==> config.mk <==
export PLATFORM = sky130hd
export DESIGN_NAME = nts_engine_regs
export DESIGN_NICKNAME = d
export VERILOG_FILES = /design/src/nts_regmap_pkg.sv /design/src/nts_axil_pkg.sv /design/src/nts_engine_regs.sv /design/src/nts_api_regs.sv /design/src/nts_error_counter.sv /design/src/nts_axil_slave.sv
export SDC_FILE = /design/constraint.sdc
export NUM_CORES = 1
export LEC_CHECK = 0
export BUFFER_PORTS_ARGS = -buffer_cell sky130_fd_sc_hd__buf_2
export CORE_AREA = 2 2 139 141
export DETAILED_ROUTE_END_ITERATION = 16
export DIE_AREA = 0 0 141 143
export PLACE_DENSITY = 0.87
export SETUP_SLACK_MARGIN = 0.05
export SLEW_MARGIN = 20
export SYNTH_ARGS = -nofsm -noshare
export SYNTH_HDL_FRONTEND = slang
export SYNTH_SLANG_ARGS = --single-unit
==> constraint.sdc <==
create_clock -name i_clk -period 9.12 [get_ports i_clk]
set_input_delay 2.28 -clock i_clk [delete_from_list [all_inputs] [get_ports i_clk]]
set_output_delay 2.28 -clock i_clk [all_outputs]
set_load 0.02 [all_outputs]
==> src/nts_regmap_pkg.sv <==
// Engine register map, identification words and internal request types
// Word address is {block[3:0], register[7:0]}

package nts_regmap_pkg;

  typedef logic [11:0] api_addr_t; // Word address

  //--------------------------------------------------------------------
  // Block selects, upper nibble of the word address
  //--------------------------------------------------------------------
  localparam logic [3:0] BLOCK_ENGINE = 4'h0;
  localparam logic [3:0] BLOCK_DEBUG  = 4'h3;

  //--------------------------------------------------------------------
  // Register offsets
  //--------------------------------------------------------------------
  localparam logic [7:0] ADDR_NAME0       = 8'h00;
  localparam logic [7:0] ADDR_NAME1       = 8'h01;
  localparam logic [7:0] ADDR_VERSION     = 8'h02;
  localparam logic [7:0] ADDR_CTRL        = 8'h08;
  localparam logic [7:0] ADDR_STATUS      = 8'h09;
  localparam logic [7:0] ADDR_ERR_CRYPTO  = 8'h20; // Upper word, latches snapshot
  localparam logic [7:0] ADDR_ERR_CRYPTO_LO = 8'h21;
  localparam logic [7:0] ADDR_ERR_TXBUF   = 8'h22; // Upper word, latches snapshot
  localparam logic [7:0] ADDR_ERR_TXBUF_LO  = 8'h23;

  localparam logic [31:0] CORE_NAME0   = 32'h4e_54_53_5f; // "NTS_"
  localparam logic [31:0] CORE_NAME1   = 32'h45_4e_47_4e; // "ENGN"
  localparam logic [31:0] CORE_VERSION = 32'h30_2e_30_31; // "0.01"

  // One-cycle request from the bus slave
  typedef struct packed {
    logic        rd;
    logic        wr;
    api_addr_t   addr;
    logic [31:0] wdata;
  } api_req_t;

  // Counter as seen by the decoder
  typedef struct packed {
    logic [31:0] hi;   // Upper half of live count
    logic [31:0] snap; // Lower half at last upper-word read
  } err_count_t;

endpackage

==> src/nts_axil_pkg.sv <==
// AXI4-Lite channel payload structs and widths
// Shared by the bus slave, the top level and the testbench

package nts_axil_pkg;

  localparam int AXIL_DATA_W = 32;
  localparam int AXIL_STRB_W = AXIL_DATA_W / 8;
  localparam int AXIL_ADDR_W = 14;

  localparam logic [1:0] AXIL_RESP_OKAY = 2'b00;

  typedef logic [AXIL_ADDR_W-1:0] axil_addr_t; // Byte address

  typedef struct packed {
    axil_addr_t addr;
    logic [2:0] prot;
  } axil_aw_t;

  typedef struct packed {
    logic [AXIL_DATA_W-1:0] data;
    logic [AXIL_STRB_W-1:0] strb;
  } axil_w_t;

  typedef struct packed {
    logic [1:0] resp;
  } axil_b_t;

  typedef struct packed {
    logic [AXIL_DATA_W-1:0] data;
    logic [1:0]             resp;
  } axil_r_t;

endpackage
==> src/nts_engine_regs.sv <==
// Top level of the NTS engine register block
// AXI4-Lite slave, two error counters and the register decoder
`timescale 1ns/1ps

module nts_engine_regs #(
  parameter int AXI_ADDR_WIDTH = 14
) (
  input  logic                      i_clk,
  input  logic                      i_areset,

  input  logic                      i_awvalid,
  output logic                      o_awready,
  input  nts_axil_pkg::axil_aw_t    i_aw,
  input  logic                      i_wvalid,
  output logic                      o_wready,
  input  nts_axil_pkg::axil_w_t     i_w,
  output logic                      o_bvalid,
  input  logic                      i_bready,
  output nts_axil_pkg::axil_b_t     o_b,
  input  logic                      i_arvalid,
  output logic                      o_arready,
  input  nts_axil_pkg::axil_addr_t  i_araddr,
  output logic                      o_rvalid,
  input  logic                      i_rready,
  output nts_axil_pkg::axil_r_t     o_r,

  input  logic                      i_crypto_error, // Error pulse sources
  input  logic                      i_txbuf_error
);

  nts_regmap_pkg::api_req_t             req;
  logic [nts_axil_pkg::AXIL_DATA_W-1:0] rdata;
  nts_regmap_pkg::err_count_t           crypto_count;
  nts_regmap_pkg::err_count_t           txbuf_count;
  logic                                 crypto_snap;
  logic                                 txbuf_snap;

  //--------------------------------------------------------------------
  // Bus front end
  //--------------------------------------------------------------------
  nts_axil_slave #(
    .AXI_ADDR_WIDTH(AXI_ADDR_WIDTH)
  ) axil_slave (
    .i_clk     (i_clk),
    .i_areset  (i_areset),
    .i_awvalid (i_awvalid),
    .o_awready (o_awready),
    .i_aw      (i_aw),
    .i_wvalid  (i_wvalid),
    .o_wready  (o_wready),
    .i_w       (i_w),
    .o_bvalid  (o_bvalid),
    .i_bready  (i_bready),
    .o_b       (o_b),
    .i_arvalid (i_arvalid),
    .o_arready (o_arready),
    .i_araddr  (i_araddr),
    .o_rvalid  (o_rvalid),
    .i_rready  (i_rready),
    .o_r       (o_r),
    .o_req     (req),
    .i_rdata   (rdata)
  );

  //--------------------------------------------------------------------
  // Error counters
  //--------------------------------------------------------------------
  nts_error_counter crypto_counter (
    .i_clk    (i_clk),
    .i_areset (i_areset),
    .i_inc    (i_crypto_error),
    .i_snap   (crypto_snap),
    .o_count  (crypto_count)
  );

  nts_error_counter txbuf_counter (
    .i_clk    (i_clk),
    .i_areset (i_areset),
    .i_inc    (i_txbuf_error),
    .i_snap   (txbuf_snap),
    .o_count  (txbuf_count)
  );

  nts_api_regs api_regs (
    .i_req          (req),
    .i_crypto_count (crypto_count),
    .i_txbuf_count  (txbuf_count),
    .o_crypto_snap  (crypto_snap),
    .o_txbuf_snap   (txbuf_snap),
    .o_rdata        (rdata)
  );

endmodule

==> src/nts_api_regs.sv <==
// Register decoder for the engine and debug blocks
// Combinational read data and counter snapshot strobes
`timescale 1ns/1ps

module nts_api_regs (
  input  nts_regmap_pkg::api_req_t   i_req,
  input  nts_regmap_pkg::err_count_t i_crypto_count,
  input  nts_regmap_pkg::err_count_t i_txbuf_count,
  output logic                       o_crypto_snap,
  output logic                       o_txbuf_snap,
  output logic [31:0]                o_rdata
);

  logic [3:0] blk;     // Block select
  logic [7:0] offset;  // Register within block

  assign blk    = i_req.addr[11:8];
  assign offset = i_req.addr[7:0];

  //--------------------------------------------------------------------
  // Read decode
  //--------------------------------------------------------------------
  always_comb
  begin
    o_rdata       = 32'd0; // Unmapped reads return zero
    o_crypto_snap = 1'b0;
    o_txbuf_snap  = 1'b0;

    if (i_req.rd)
    begin
      case (blk)
        nts_regmap_pkg::BLOCK_ENGINE:
        begin
          case (offset)
            nts_regmap_pkg::ADDR_NAME0:   o_rdata = nts_regmap_pkg::CORE_NAME0;
            nts_regmap_pkg::ADDR_NAME1:   o_rdata = nts_regmap_pkg::CORE_NAME1;
            nts_regmap_pkg::ADDR_VERSION: o_rdata = nts_regmap_pkg::CORE_VERSION;
            nts_regmap_pkg::ADDR_CTRL:    o_rdata = 32'h0000_0001; // Engine enabled
            nts_regmap_pkg::ADDR_STATUS:  o_rdata = 32'h0000_0000;
            default:                      o_rdata = 32'd0;
          endcase
        end

        nts_regmap_pkg::BLOCK_DEBUG:
        begin
          case (offset)
            nts_regmap_pkg::ADDR_ERR_CRYPTO:
            begin
              o_rdata       = i_crypto_count.hi;
              o_crypto_snap = 1'b1;
            end
            nts_regmap_pkg::ADDR_ERR_CRYPTO_LO:
              o_rdata = i_crypto_count.snap;
            nts_regmap_pkg::ADDR_ERR_TXBUF:
            begin
              o_rdata      = i_txbuf_count.hi;
              o_txbuf_snap = 1'b1;
            end
            nts_regmap_pkg::ADDR_ERR_TXBUF_LO:
              o_rdata = i_txbuf_count.snap;
            default:
              o_rdata = 32'd0;
          endcase
        end

        // Cookie, clock and keymem blocks are not present
        default: o_rdata = 32'd0;
      endcase
    end
  end

endmodule

==> src/nts_error_counter.sv <==
// 64-bit error pulse counter
// Lower-word snapshot so both halves read from the same count
`timescale 1ns/1ps

module nts_error_counter (
  input  logic                       i_clk,
  input  logic                       i_areset,
  input  logic                       i_inc,   // One count per cycle high
  input  logic                       i_snap,  // Upper-word read in progress
  output nts_regmap_pkg::err_count_t o_count
);

  logic [63:0] count_q;
  logic [31:0] snap_q;

  //--------------------------------------------------------------------
  // Counter and snapshot
  //--------------------------------------------------------------------
  always_ff @(posedge i_clk or posedge i_areset)
  begin
    if (i_areset)
    begin
      count_q <= 64'd0;
      snap_q  <= 32'd0;
    end
    else
    begin
      if (i_inc)
        count_q <= count_q + 64'd1;

      // Takes the count before this cycle's increment
      if (i_snap)
        snap_q <= count_q[31:0];
    end
  end

  always_comb
  begin
    o_count.hi   = count_q[63:32];
    o_count.snap = snap_q;
  end

endmodule

==> src/nts_axil_slave.sv <==
// AXI4-Lite slave for the engine register block
// One read and one write in flight, each turned into a one-cycle request
`timescale 1ns/1ps

module nts_axil_slave #(
  parameter int AXI_ADDR_WIDTH = 14
) (
  input  logic                                  i_clk,
  input  logic                                  i_areset,

  input  logic                                  i_awvalid,
  output logic                                  o_awready,
  input  nts_axil_pkg::axil_aw_t                i_aw,

  input  logic                                  i_wvalid,
  output logic                                  o_wready,
  input  nts_axil_pkg::axil_w_t                 i_w,

  output logic                                  o_bvalid,
  input  logic                                  i_bready,
  output nts_axil_pkg::axil_b_t                 o_b,

  input  logic                                  i_arvalid,
  output logic                                  o_arready,
  input  nts_axil_pkg::axil_addr_t              i_araddr,

  output logic                                  o_rvalid,
  input  logic                                  i_rready,
  output nts_axil_pkg::axil_r_t                 o_r,

  output nts_regmap_pkg::api_req_t              o_req,
  input  logic [nts_axil_pkg::AXIL_DATA_W-1:0]  i_rdata
);

  localparam int WORD_ADDR_W = AXI_ADDR_WIDTH - 2;

  logic                                 ready_en;  // Low only in the reset cycle
  logic                                 rvalid_q;
  logic                                 bvalid_q;
  logic [nts_axil_pkg::AXIL_DATA_W-1:0] rdata_q;
  logic                                 rd_fire;
  logic                                 wr_fire;
  logic [WORD_ADDR_W-1:0]               ar_word;
  logic [WORD_ADDR_W-1:0]               aw_word;
  logic [nts_axil_pkg::AXIL_DATA_W-1:0] wmask;

  //--------------------------------------------------------------------
  // Handshakes
  //--------------------------------------------------------------------
  assign o_arready = ready_en & ~rvalid_q;
  assign o_awready = ready_en & ~bvalid_q;
  assign o_wready  = ready_en & ~bvalid_q;

  assign rd_fire = i_arvalid & o_arready;
  assign wr_fire = i_awvalid & i_wvalid & o_awready; // AW and W taken together

  assign ar_word = i_araddr[AXI_ADDR_WIDTH-1:2];
  assign aw_word = i_aw.addr[AXI_ADDR_WIDTH-1:2];

  // Byte strobes widened to a bit mask
  always_comb
  begin
    for (int i = 0; i < nts_axil_pkg::AXIL_STRB_W; i++)
    begin
      wmask[8*i +: 8] = {8{i_w.strb[i]}};
    end
  end

  // Writes never change state, so a read takes the shared address
  always_comb
  begin
    o_req.rd    = rd_fire;
    o_req.wr    = wr_fire;
    o_req.addr  = rd_fire ? nts_regmap_pkg::api_addr_t'(ar_word)
                          : nts_regmap_pkg::api_addr_t'(aw_word);
    o_req.wdata = i_w.data & wmask;
  end

  //--------------------------------------------------------------------
  // Response state
  //--------------------------------------------------------------------
  always_ff @(posedge i_clk or posedge i_areset)
  begin
    if (i_areset)
    begin
      ready_en <= 1'b0;
      rvalid_q <= 1'b0;
      bvalid_q <= 1'b0;
    end
    else
    begin
      ready_en <= 1'b1;
      if (rd_fire)
        rvalid_q <= 1'b1;
      else if (i_rready)
        rvalid_q <= 1'b0; // Held until taken
      if (wr_fire)
        bvalid_q <= 1'b1;
      else if (i_bready)
        bvalid_q <= 1'b0;
    end
  end

  // Read data captured at the AR handshake
  always_ff @(posedge i_clk)
  begin
    if (rd_fire)
      rdata_q <= i_rdata;
  end

  assign o_rvalid = rvalid_q;
  assign o_bvalid = bvalid_q;
  assign o_r      = '{data: rdata_q, resp: nts_axil_pkg::AXIL_RESP_OKAY};
  assign o_b      = '{resp: nts_axil_pkg::AXIL_RESP_OKAY};

endmodule

==> results.json, run 1 <==
{
  "power.density_mw_per_mm2": 178,
  "antenna_found_initial": 0,
  "setup_viol": 0,
  "drt_wl_total_um": 23900,
  "path_cells": "buf_2 > nand3b_4 > inv_2 > mux2i_4 > buf_4 > mux2_2 > a222oi_1 > o22ai_1",
  "end_kind": "register",
  "reg2reg_from": "axil_slave.o_rvalid",
  "path_buf_inv": 3,
  "root_buffer": "clkbuf_16",
  "fin_nets": 992,
  "max_slew_margin_pct": 22.9,
  "wl_per_cell_um": 20.6,
  "synthCells": 849,
  "rrSetupSlack_ps": 5340,
  "cts_buffer_depth": 3,
  "hold_path.class": "register to register",
  "num_rows": 50,
  "ys_ff_latch": 227,
  "post_cts_buffers": 0,
  "clkSlewWorstSetupHoldPaths_ps": 70,
  "die-height_um": 143,
  "die_area_mm2": 0.0202,
  "finalHoldViolations": 0,
  "cpPeakStageDelay_ps": 730,
  "grt_pass1_vias": 7109,
  "synth_edf_count": 32,
  "postSynthAreaPerCell_um2": 12.8,
  "setup-tns-final_ps": 0,
  "netlist_area_mm2": 0.0109,
  "hp-start": "crypto_counter.count_q[63]",
  "via_per_inst": 6.20,
  "status": "completed",
  "drt_drc_violations_left": 0,
  "drt.antenna.violating_nets": 0,
  "numCtsBuffers": 23,
  "setup_ws_ps": 3960,
  "ys_warn_count": 0,
  "slew_viol_final": 0,
  "overflow": 0,
  "dp_hpwl_um": 15800,
  "power_leakage_nw": 5.34,
  "peakVddDrop_mv": 0.101,
  "cts_hold_buf": 0,
  "skew_ps": 19.7,
  "cp_top_family": "buffers and inverters",
  "layout-drive-gt1-share_pct": 23.8,
  "firstDrtPassIters": 5,
  "cp.arrival_ps": 5380,
  "grt_pass1_wl_um": 38600,
  "synthArstFlopShare_pct": 85.9,
  "period_minus_slack_ps": 5160,
  "maxCapViolations": 0,
  "h-tree-depth": 1,
  "start_util_pct": 58.6,
  "crit_start": "i_arvalid",
  "timing.fmax_mhz": 194,
  "io_pins": 117,
  "startpoint_type": "input port",
  "cts.repair.resized": 0,
  "grt_usage_pct": 24.3,
  "cp_max_fo": 42,
  "clock_latency_ps": 510,
  "portBuffers": 69,
  "vias": 7203,
  "critPathKind": "input port to register",
  "tritoncts": "done",
  "synth.distinct_cells": 53,
  "grt_max_degree": 119,
  "ys_seq_area_share_pct": 53.6,
  "dp_slack_ps": 3500,
  "cp.required_ps": 9340,
  "tightest_slew_ps": 1160,
  "area_growth_pct": 10.4,
  "gp_congestion": 0.911,
  "post-route-period-util_pct": 56.5,
  "core_mm2": 0.0186,
  "clock-sinks": 227,
  "die_w_um": 141,
  "rsz0062_at_grt": "false",
  "slowest_stage": "inv_2",
  "ys.flop_type": "dfrtp_1",
  "drt_iter0_markers": 757
}
-- metal layers --
layer	share of wire [%]	GRT usage (%)	vias up
met2	47	38.4	302
met5	0	0	-
met1	42	35.1	3633
met3	7.7	3.49	52
met4	2.8	8.26	0
li1	-	-	3216
-- cell families after synthesis --
group                      share of synthesized area [%]
and+or+nand+nor                                     14.9
DFF                                                 53.6
xor gates and xnor gates                            10.2
muxes                                               13.3
AOI/OAI and AO/OA                                   4.46
buffers and inverters                               3.18
adders and majority gates                          0.230
other                                             0.0690
-- layout make-up --
type                    instances  area (um2)
flip-flops and latches        227        5840
clock inverters                 9        67.6
repair buffers                 76         398
diodes                          1        2.50
fillers                      1304        6560
multi-input cells             569        4730
well taps                     234         293
inverters                      17        71.3
clock buffers                  29         618
-- state kept, by name (all words and copies together) (netlist names) --
| register | count |
|---|---|
| axil_slave.ready_en | 1 |
| axil_slave.rdata_q | 32 |
| crypto_counter.snap_q | 32 |
| axil_slave.o_bvalid | 1 |
| txbuf_counter.count_q | 64 |
| txbuf_counter.snap_q | 32 |
| axil_slave.o_rvalid | 1 |
| crypto_counter.count_q | 64 |
-- placed cells by master, fill, tap and decap left out, types with 5 or more instances in the layout --
| cell type | instances |
|---|---|
| xnor2_1 | 80 |
| nor3_1 | 22 |
| mux2_2 | 21 |
| mux4_2 | 6 |
| inv_1 | 15 |
| dfrtp_1 | 195 |
| and4_1 | 16 |
| nor2_1 | 28 |
| and2_1 | 6 |
| nand2_1 | 55 |
| o21bai_1 | 9 |
| clkbuf_16 | 23 |
| nor4_1 | 12 |
| nor2b_1 | 10 |
| nand3_1 | 40 |
| a222oi_1 | 25 |
| mux2_1 | 11 |
| nor3_2 | 7 |
| buf_2 | 69 |
| nand4_2 | 5 |
| mux2_4 | 60 |
| buf_4 | 7 |
| or3_1 | 5 |
| edfxtp_1 | 32 |
| o22ai_1 | 13 |
| conb_1 | 5 |
| xor2_1 | 47 |
| and3_1 | 14 |
| nand4_1 | 34 |
-- synthesized netlist by cell type, types with 3 or more instances --
library cell / count / share of area, %
xor2_1: 47 / 3.8
mux2_4: 60 / 8.3
mux4_2: 6 / 1.2
nand3_1: 40 / 1.8
buf_12: 6 / 1.1
nor3_1: 22 / 1.0
mux2_2: 21 / 2.2
o2bb2ai_1: 4 / 0.32
edfxtp_1: 32 / 8.8
nand2b_1: 3 / 0.17
inv_1: 16 / 0.55
buf_4: 6 / 0.41
nor2_1: 28 / 0.97
o21ai_0: 3 / 0.14
nor3_2: 7 / 0.64
xnor2_1: 80 / 6.4
o21bai_1: 9 / 0.62
nor4_2: 3 / 0.34
and3_1: 14 / 0.80
buf_2: 13 / 0.60
nand2_1: 55 / 1.9
dfrtp_1: 195 / 45
clkbuf_1: 12 / 0.41
and4_1: 16 / 1.3
a222oi_1: 25 / 2.3
o22ai_1: 13 / 0.75
nor4_1: 12 / 0.69
or3_1: 5 / 0.29
nand4_1: 34 / 2.0
mux2i_1: 5 / 0.46
mux2_1: 11 / 1.1
nor2b_1: 10 / 0.57
and2_1: 6 / 0.34
nand4_2: 5 / 0.57
-- path summary, 6_finish.rpt --
kind                                              endpoint  cells after the start
worst min register to register  crypto_counter.count_q[63]                      1
max in group asynchronous       crypto_counter.count_q[38]                      3
worst min-delay path            crypto_counter.count_q[63]                      1
worst max-delay path                 axil_slave.rdata_q[4]                      8
worst max register to register       axil_slave.rdata_q[4]                      7
min in group asynchronous        crypto_counter.count_q[4]                      2
-- metrics by stage --
| stage | hold WS, ps | utilization [%] | cells | power (mW) | cell area, um2 |
|---|---|---|---|---|---|
| floorplan | 436 | - | 852 | 1.22 | 10900 |
| global placement | 452 | 61.0 | 1123 | 1.27 | 11300 |
| detailed placement | 461 | 61.0 | 1123 | 1.27 | 11300 |
| CTS | 469 | 64.7 | 1161 | 2.15 | 12000 |
| global route | 503 | 64.7 | 1161 | 2.21 | 12000 |
| finish | 470 | 64.7 | 1162 | 2.14 | 12000 |
-- report_power, final --
group	internal [mW]	switching (mW)	leakage, nW	total, mW
sequential	1.06	0.0448	2.93	1.11
clock	0.503	0.386	0.335	0.889
combinational	0.0555	0.0900	2.07	0.145
total	1.62	0.520	5.34	2.14
No activity file was read; power rests on OpenSTA's default activity.
==> inputs of run 2 (changes only) <==
- clock period: 9.12 -> 5 ns (I/O delays scaled with it)
==> run 2 against run 1 <==
Net effect:
- combinational power grew 95%
- sequential power grew 82%
- core utilization grew 1.1 points
- total power grew 88%
- highest routed layer unchanged
- first-iteration DRC count grew 10%
- hold slack is essentially flat
- critical endpoint unchanged
- clock-buffer cell count grew 7
- global-route usage grew 0.12 points
- critical path type unchanged
- die area is the same
==> results.json, run 2 (synthesized netlist as in run 1, its figures left out) <==
{
  "rsz0062_at_grt": "false",
  "area_growth_pct": 12.2,
  "via_per_inst": 6.19,
  "antenna_found_initial": 0,
  "power.density_mw_per_mm2": 331,
  "cp_top_family": "multiplexers",
  "skew_ps": 6.45,
  "setup_viol": 0,
  "clock-sinks": 227,
  "crit_start": "i_arvalid",
  "grt_pass1_wl_um": 39000,
  "die-height_um": 143,
  "n_antenna_cell": 0,
  "die_w_um": 141,
  "slew_viol_final": 0,
  "path_cells": "buf_2 > nand3b_4 > inv_2 > mux2i_4 > mux2_2 > a222oi_1 > o22ai_1",
  "final_common_cell": "dfrtp_1",
  "slowest_stage": "mux2i_4",
  "finalHoldViolations": 0,
  "drt_wl_total_um": 24200,
  "layout-drive-gt1-share_pct": 25.2,
  "end_kind": "register",
  "largestRegisters": "crypto_counter.count_q (64), txbuf_counter.count_q (64)",
  "clock_latency_ps": 510,
  "portBuffers": 69,
  "wl_met1_um": 10200,
  "start_util_pct": 58.6,
  "numCtsBuffers": 23,
  "max_slew_margin_pct": 34.8,
  "drt_drc_violations_left": 0,
  "fin_nets": 1000,
  "layout_common_cells": "195 x dfrtp_1, 80 x xnor2_1, 69 x buf_2, 60 x mux2_4, 55 x nand2_1",
  "cts_buffer_depth": 3,
  "reg2reg_from": "axil_slave.o_rvalid",
  "grt_max_degree": 95,
  "tightest_slew_ps": 976,
  "power_mw": 4.04,
  "cts.repair.resized": 0,
  "core_mm2": 0.0186,
  "wl_per_cell_um": 20.6,
  "overflow": 0,
  "drt.antenna.violating_nets": 0,
  "dpl_cell_area_mm2": 0.0114,
  "timing.fmax_mhz": 280,
  "fin_util_pct": 65.8,
  "io_pins": 117,
  "dp_hpwl_um": 16200,
  "dr.max_layer_used": "met4",
  "fill_cells": 1296,
  "cp.arrival_ps": 3790,
  "cp.required_ps": 5220,
  "setup-tns-final_ps": 0,
  "gp_congestion": 0.895,
  "path_buf_inv": 2,
  "firstDrtPassIters": 8,
  "root_buffer": "clkbuf_16",
  "period_minus_slack_ps": 3570,
  "h-tree-depth": 1,
  "post-route-period-util_pct": 71.3,
  "final_area_mm2": 0.0122,
  "critPathKind": "input port to register",
  "ff2ff_path_depth": 6,
  "grt_usage_pct": 24.5,
  "hold_path.class": "register to register",
  "met3_length_um": 1820,
  "hp-start": "crypto_counter.count_q[63]",
  "worstHoldPathCells": 1,
  "startpoint_type": "input port",
  "vias": 7255,
  "cp_max_fo": 22,
  "tritoncts": "done",
  "power_leakage_nw": 5.43,
  "peakVddDrop_mv": 0.232,
  "maxCapViolations": 0,
  "clkSlewWorstSetupHoldPaths_ps": 60,
  "path_depth": 7,
  "grt_pass1_vias": 7246,
  "drt_iter0_markers": 833,
  "cpPeakStageDelay_ps": 650,
  "status": "completed",
  "post_cts_buffers": 0,
  "die_area_mm2": 0.0202,
  "num_rows": 50,
  "met2_length_um": 11700,
  "cts_hold_buf": 0
}
==> run 2: cell count changes in the layout (fill, tap and decap cells not counted), moves of 2 or more <==
cell,change
inv_4,+2
clkinv_1,-4
buf_12,+4
clkbuf_8,+7
clkinv_2,-2
buf_4,+4
==> run 2: layout make-up <==
type	count	area [um2]	area share, %
multi-input cells	569	4740	38.8
clock buffers	36	714	5.85
well taps	234	293	2.40
repair buffers	84	508	4.16
clock inverters	5	55.1	0.451
flip-flops and latches	227	5840	47.8
inverters	17	67.6	0.553
==> run 2: where the power goes <==
| part | total [mW] | switching (mW) | leakage, nW | internal (mW) |
|---|---|---|---|---|
| clock network | 1.74 | 0.705 | 0.380 | 1.03 |
| logic | 0.283 | 0.170 | 2.12 | 0.113 |
| registers | 2.02 | 0.0795 | 2.93 | 1.94 |
==> run 2: stage by stage <==
step	hold slack, ps	setup WS, ps	instances
2_1_floorplan	436	1230	852
5_1_grt	511	1350	1172
4_1_cts	470	1470	1171
6_report	470	1430	1172
3_3_place_gp	451	1000	1130
3_5_place_dp	460	961	1130
==> run 2: final timing paths <==
check | endpoint | slack (ps)
max | axil_slave.rdata_q[4] | 1430
min | crypto_counter.count_q[63] | 470
max reg2reg | axil_slave.rdata_q[4] | 1780
min reg2reg | crypto_counter.count_q[63] | 470
max in group asynchronous | txbuf_counter.count_q[14] | 3550
min in group asynchronous | crypto_counter.snap_q[5] | 690
==> run 2: layer usage <==
| metal | GRT usage, % | up-vias |
|---|---|---|
| met5 | 0 | - |
| met4 | 6.89 | 0 |
| met3 | 4.06 | 40 |
| met2 | 40.0 | 321 |
| met1 | 34.3 | 3657 |
| li1 | - | 3237 |
==> run 2: worst register-to-register path, cell delays in order (launching register included) <==
cell and delay (ps):
dfrtp_1 420, nand3b_4 260, inv_2 420, mux2i_4 650
mux2_2 430, a222oi_1 580, o22ai_1 180
==> inputs of run 3 (changes only) <==
- ABC_AREA: not set -> 1
- CORE_AREA: 2 2 139 141 -> 2 2 147 149
- DIE_AREA: 0 0 141 143 -> 0 0 149 151
- PLACE_DENSITY: 0.87 -> 0.88
- clock period: 5 -> 3.5 ns (I/O delays scaled with it)
==> run 3 against run 2 <==
Net effect:
- cell area up 12%
- first-iteration DRC count grew 63%
- non-clock buffer count down 10
- setup slack got worse by 550 ps
- clock skew is 18 ps higher
- sequential share of layout area down 4.9 points
- die area is 12% higher
- total power increased by 52%
- clock-buffer cell count unchanged
- synthesized area rose by 14%
- hold slack got worse by 190 ps
- combinational power up 100%
- highest routed layer unchanged
==> results.json, run 3 <==
{
  "status": "completed",
  "core_mm2": 0.0208,
  "yosysMostFrequentCell": "nand2_1",
  "r2r-end": "txbuf_counter.snap_q[26]",
  "synth.distinct_cells": 39,
  "root_buffer": "clkbuf_16",
  "cts.repair.resized": 0,
  "rsz0062_at_grt": "false",
  "start_util_pct": 59.4,
  "finalHoldViolations": 0,
  "grt_pass1_vias": 10200,
  "skew_ps": 24.7,
  "grtUsageMet2_pct": 49.0,
  "die-height_um": 151,
  "cp.arrival_ps": 3000,
  "die_area_mm2": 0.0225,
  "overflow": 0,
  "hold_path.class": "input port to async pin",
  "largestRegisters": "crypto_counter.count_q (64), txbuf_counter.count_q (64)",
  "fill_cells": 1627,
  "wl_per_cell_um": 18.1,
  "ys_ff_latch": 227,
  "synthCells": 1549,
  "cp.required_ps": 3890,
  "grt_usage_pct": 31.0,
  "fin_hold_ws_ps": 285,
  "antenna_found_initial": 0,
  "setup_viol": 0,
  "startpoint_type": "register",
  "ys_seq_area_share_pct": 47.2,
  "reg2reg_from": "axil_slave.ready_en",
  "io_pins": 117,
  "synth_edf_count": 32,
  "ys.flop_type": "dfrtp_1",
  "netlist_area_mm2": 0.0124,
  "layout_common_cells": "397 x nand2_1, 216 x nand3_1, 195 x dfrtp_1, 156 x inv_1, 140 x nor2_1",
  "via_per_inst": 5.88,
  "synthTopCellsByCount": "397 x nand2_1, 216 x nand3_1, 195 x dfrtp_1",
  "clock-sinks": 227,
  "synthArstFlopShare_pct": 85.9,
  "layout-drive-gt1-share_pct": 10.7,
  "maxCapViolations": 0,
  "max_slew_margin_pct": 51.9,
  "grtUsageMet3_pct": 5.12,
  "power_leakage_nw": 6.75,
  "ys_warn_count": 0,
  "portBuffers": 69,
  "rrSetupSlack_ps": 890,
  "cts_buffer_depth": 3,
  "end_kind": "register",
  "period_minus_slack_ps": 2610,
  "yosysTopAreaCell": "dfrtp_1",
  "grt_busiest_layer": "met2",
  "grt_use_met1_pct": 43.2,
  "firstDrtPassIters": 6,
  "peakVddDrop_mv": 0.256,
  "final_common_cell": "nand2_1",
  "tightest_slew_ps": 719,
  "drt_drc_violations_left": 0,
  "clkSlewWorstSetupHoldPaths_ps": 70,
  "area_growth_pct": 10.1,
  "endpoint": "txbuf_counter.snap_q[26]",
  "cts_hold_buf": 0,
  "critPathKind": "register to register",
  "gp_congestion": 0.961,
  "tritoncts": "done",
  "setup-tns-final_ps": 0,
  "clock_latency_ps": 540,
  "drt_wl_total_um": 34300,
  "numCtsBuffers": 24,
  "n_antenna_cell": 0,
  "crit_start": "axil_slave.ready_en",
  "drt.antenna.violating_nets": 0,
  "post_cts_buffers": 0,
  "die_w_um": 149,
  "num_rows": 53,
  "postSynthAreaPerCell_um2": 7.99,
  "power.density_mw_per_mm2": 450,
  "slew_viol_final": 0,
  "post-route-period-util_pct": 74.7,
  "grt_max_degree": 129,
  "fin_nets": 1677,
  "vias": 11100,
  "grt_pass1_wl_um": 54400,
  "ff2ff_path_depth": 9,
  "ys_top_cells_by_area": "dfrtp_1 39%, nand2_1 12%, nand3_1 8.7%",
  "dp_hpwl_um": 25100,
  "netlist.area_leader.share_pct": 39.4,
  "h-tree-depth": 1,
  "cp_max_fo": 53,
  "drt_iter0_markers": 1358,
  "timing.fmax_mhz": 383
}
## run 3: critical path, stage by stage (launching register included)
cell and delay (ps):
dfrtp_1 560, nand3_4 240, clkinv_2 190, nand2_2 100, a21oi_4 220, nand3_4 160, nor2_4 320, nand2_4 370
nand2_1 200, o21ai_1 90
## run 3: power breakdown
part	internal, mW	leakage, nW	switching (mW)	total, mW
sequential	2.79	2.78	0.134	2.93
clock	1.56	0.403	1.07	2.63
combinational	0.161	3.57	0.408	0.568
total	4.52	6.75	1.61	6.13
## run 3: how the worst min path moves through the flow
stage                                           end
final                     txbuf_counter.count_q[48]
after detailed placement   txbuf_counter.snap_q[19]
after global routing      txbuf_counter.count_q[48]
after floorplan            txbuf_counter.snap_q[19]
after CTS                 txbuf_counter.count_q[52]
after global placement     txbuf_counter.snap_q[19]
## run 3: kinds of logic (layout without fill, tap and decap cells)
family	count (synthesis)	in the layout	synth area share [%]
AO/OA/AOI/OAI	82	82	3.43
XOR/XNOR	111	111	7.86
adder cells (fa/ha/maj)	2	2	0.202
buffers and inverters	217	282	7.79
flip-flops	227	227	47.2
other	2	5	0.0607
AND/OR/NAND/NOR	908	908	33.5
## run 3: stage by stage
stage / utilization (%) / cells / area [um2] / setup WS, ps / power (mW)
6_report: 65.5 / 1892 / 13600 / 886 / 6.13
3_3_place_gp: 61.5 / 1848 / 12800 / 611 / 3.50
2_1_floorplan: - / 1552 / 12400 / 107 / 3.36
3_5_place_dp: 61.5 / 1848 / 12800 / 506 / 3.53
5_1_grt: 65.5 / 1892 / 13600 / 651 / 6.32
4_1_cts: 65.5 / 1892 / 13600 / 955 / 6.12
## run 3: per-layer routing
layer  wire (um)  up-vias
li1            -     5104
met1       14000     5190
met2       15300      722
met3        3540      108
met4        1390        0
met5           0        -
## run 3: final cells by class
class                      count  area, um2  share of cell area, %
inverter                     164        621                   4.55
tap                          275        344                   2.52
multi-input combinational   1108       5580                   40.9
clock inverter                 8        108                  0.789
timing repair buffer          74        420                   3.08
sequential                   227       5840                   42.8
clock buffer                  36        716                   5.25
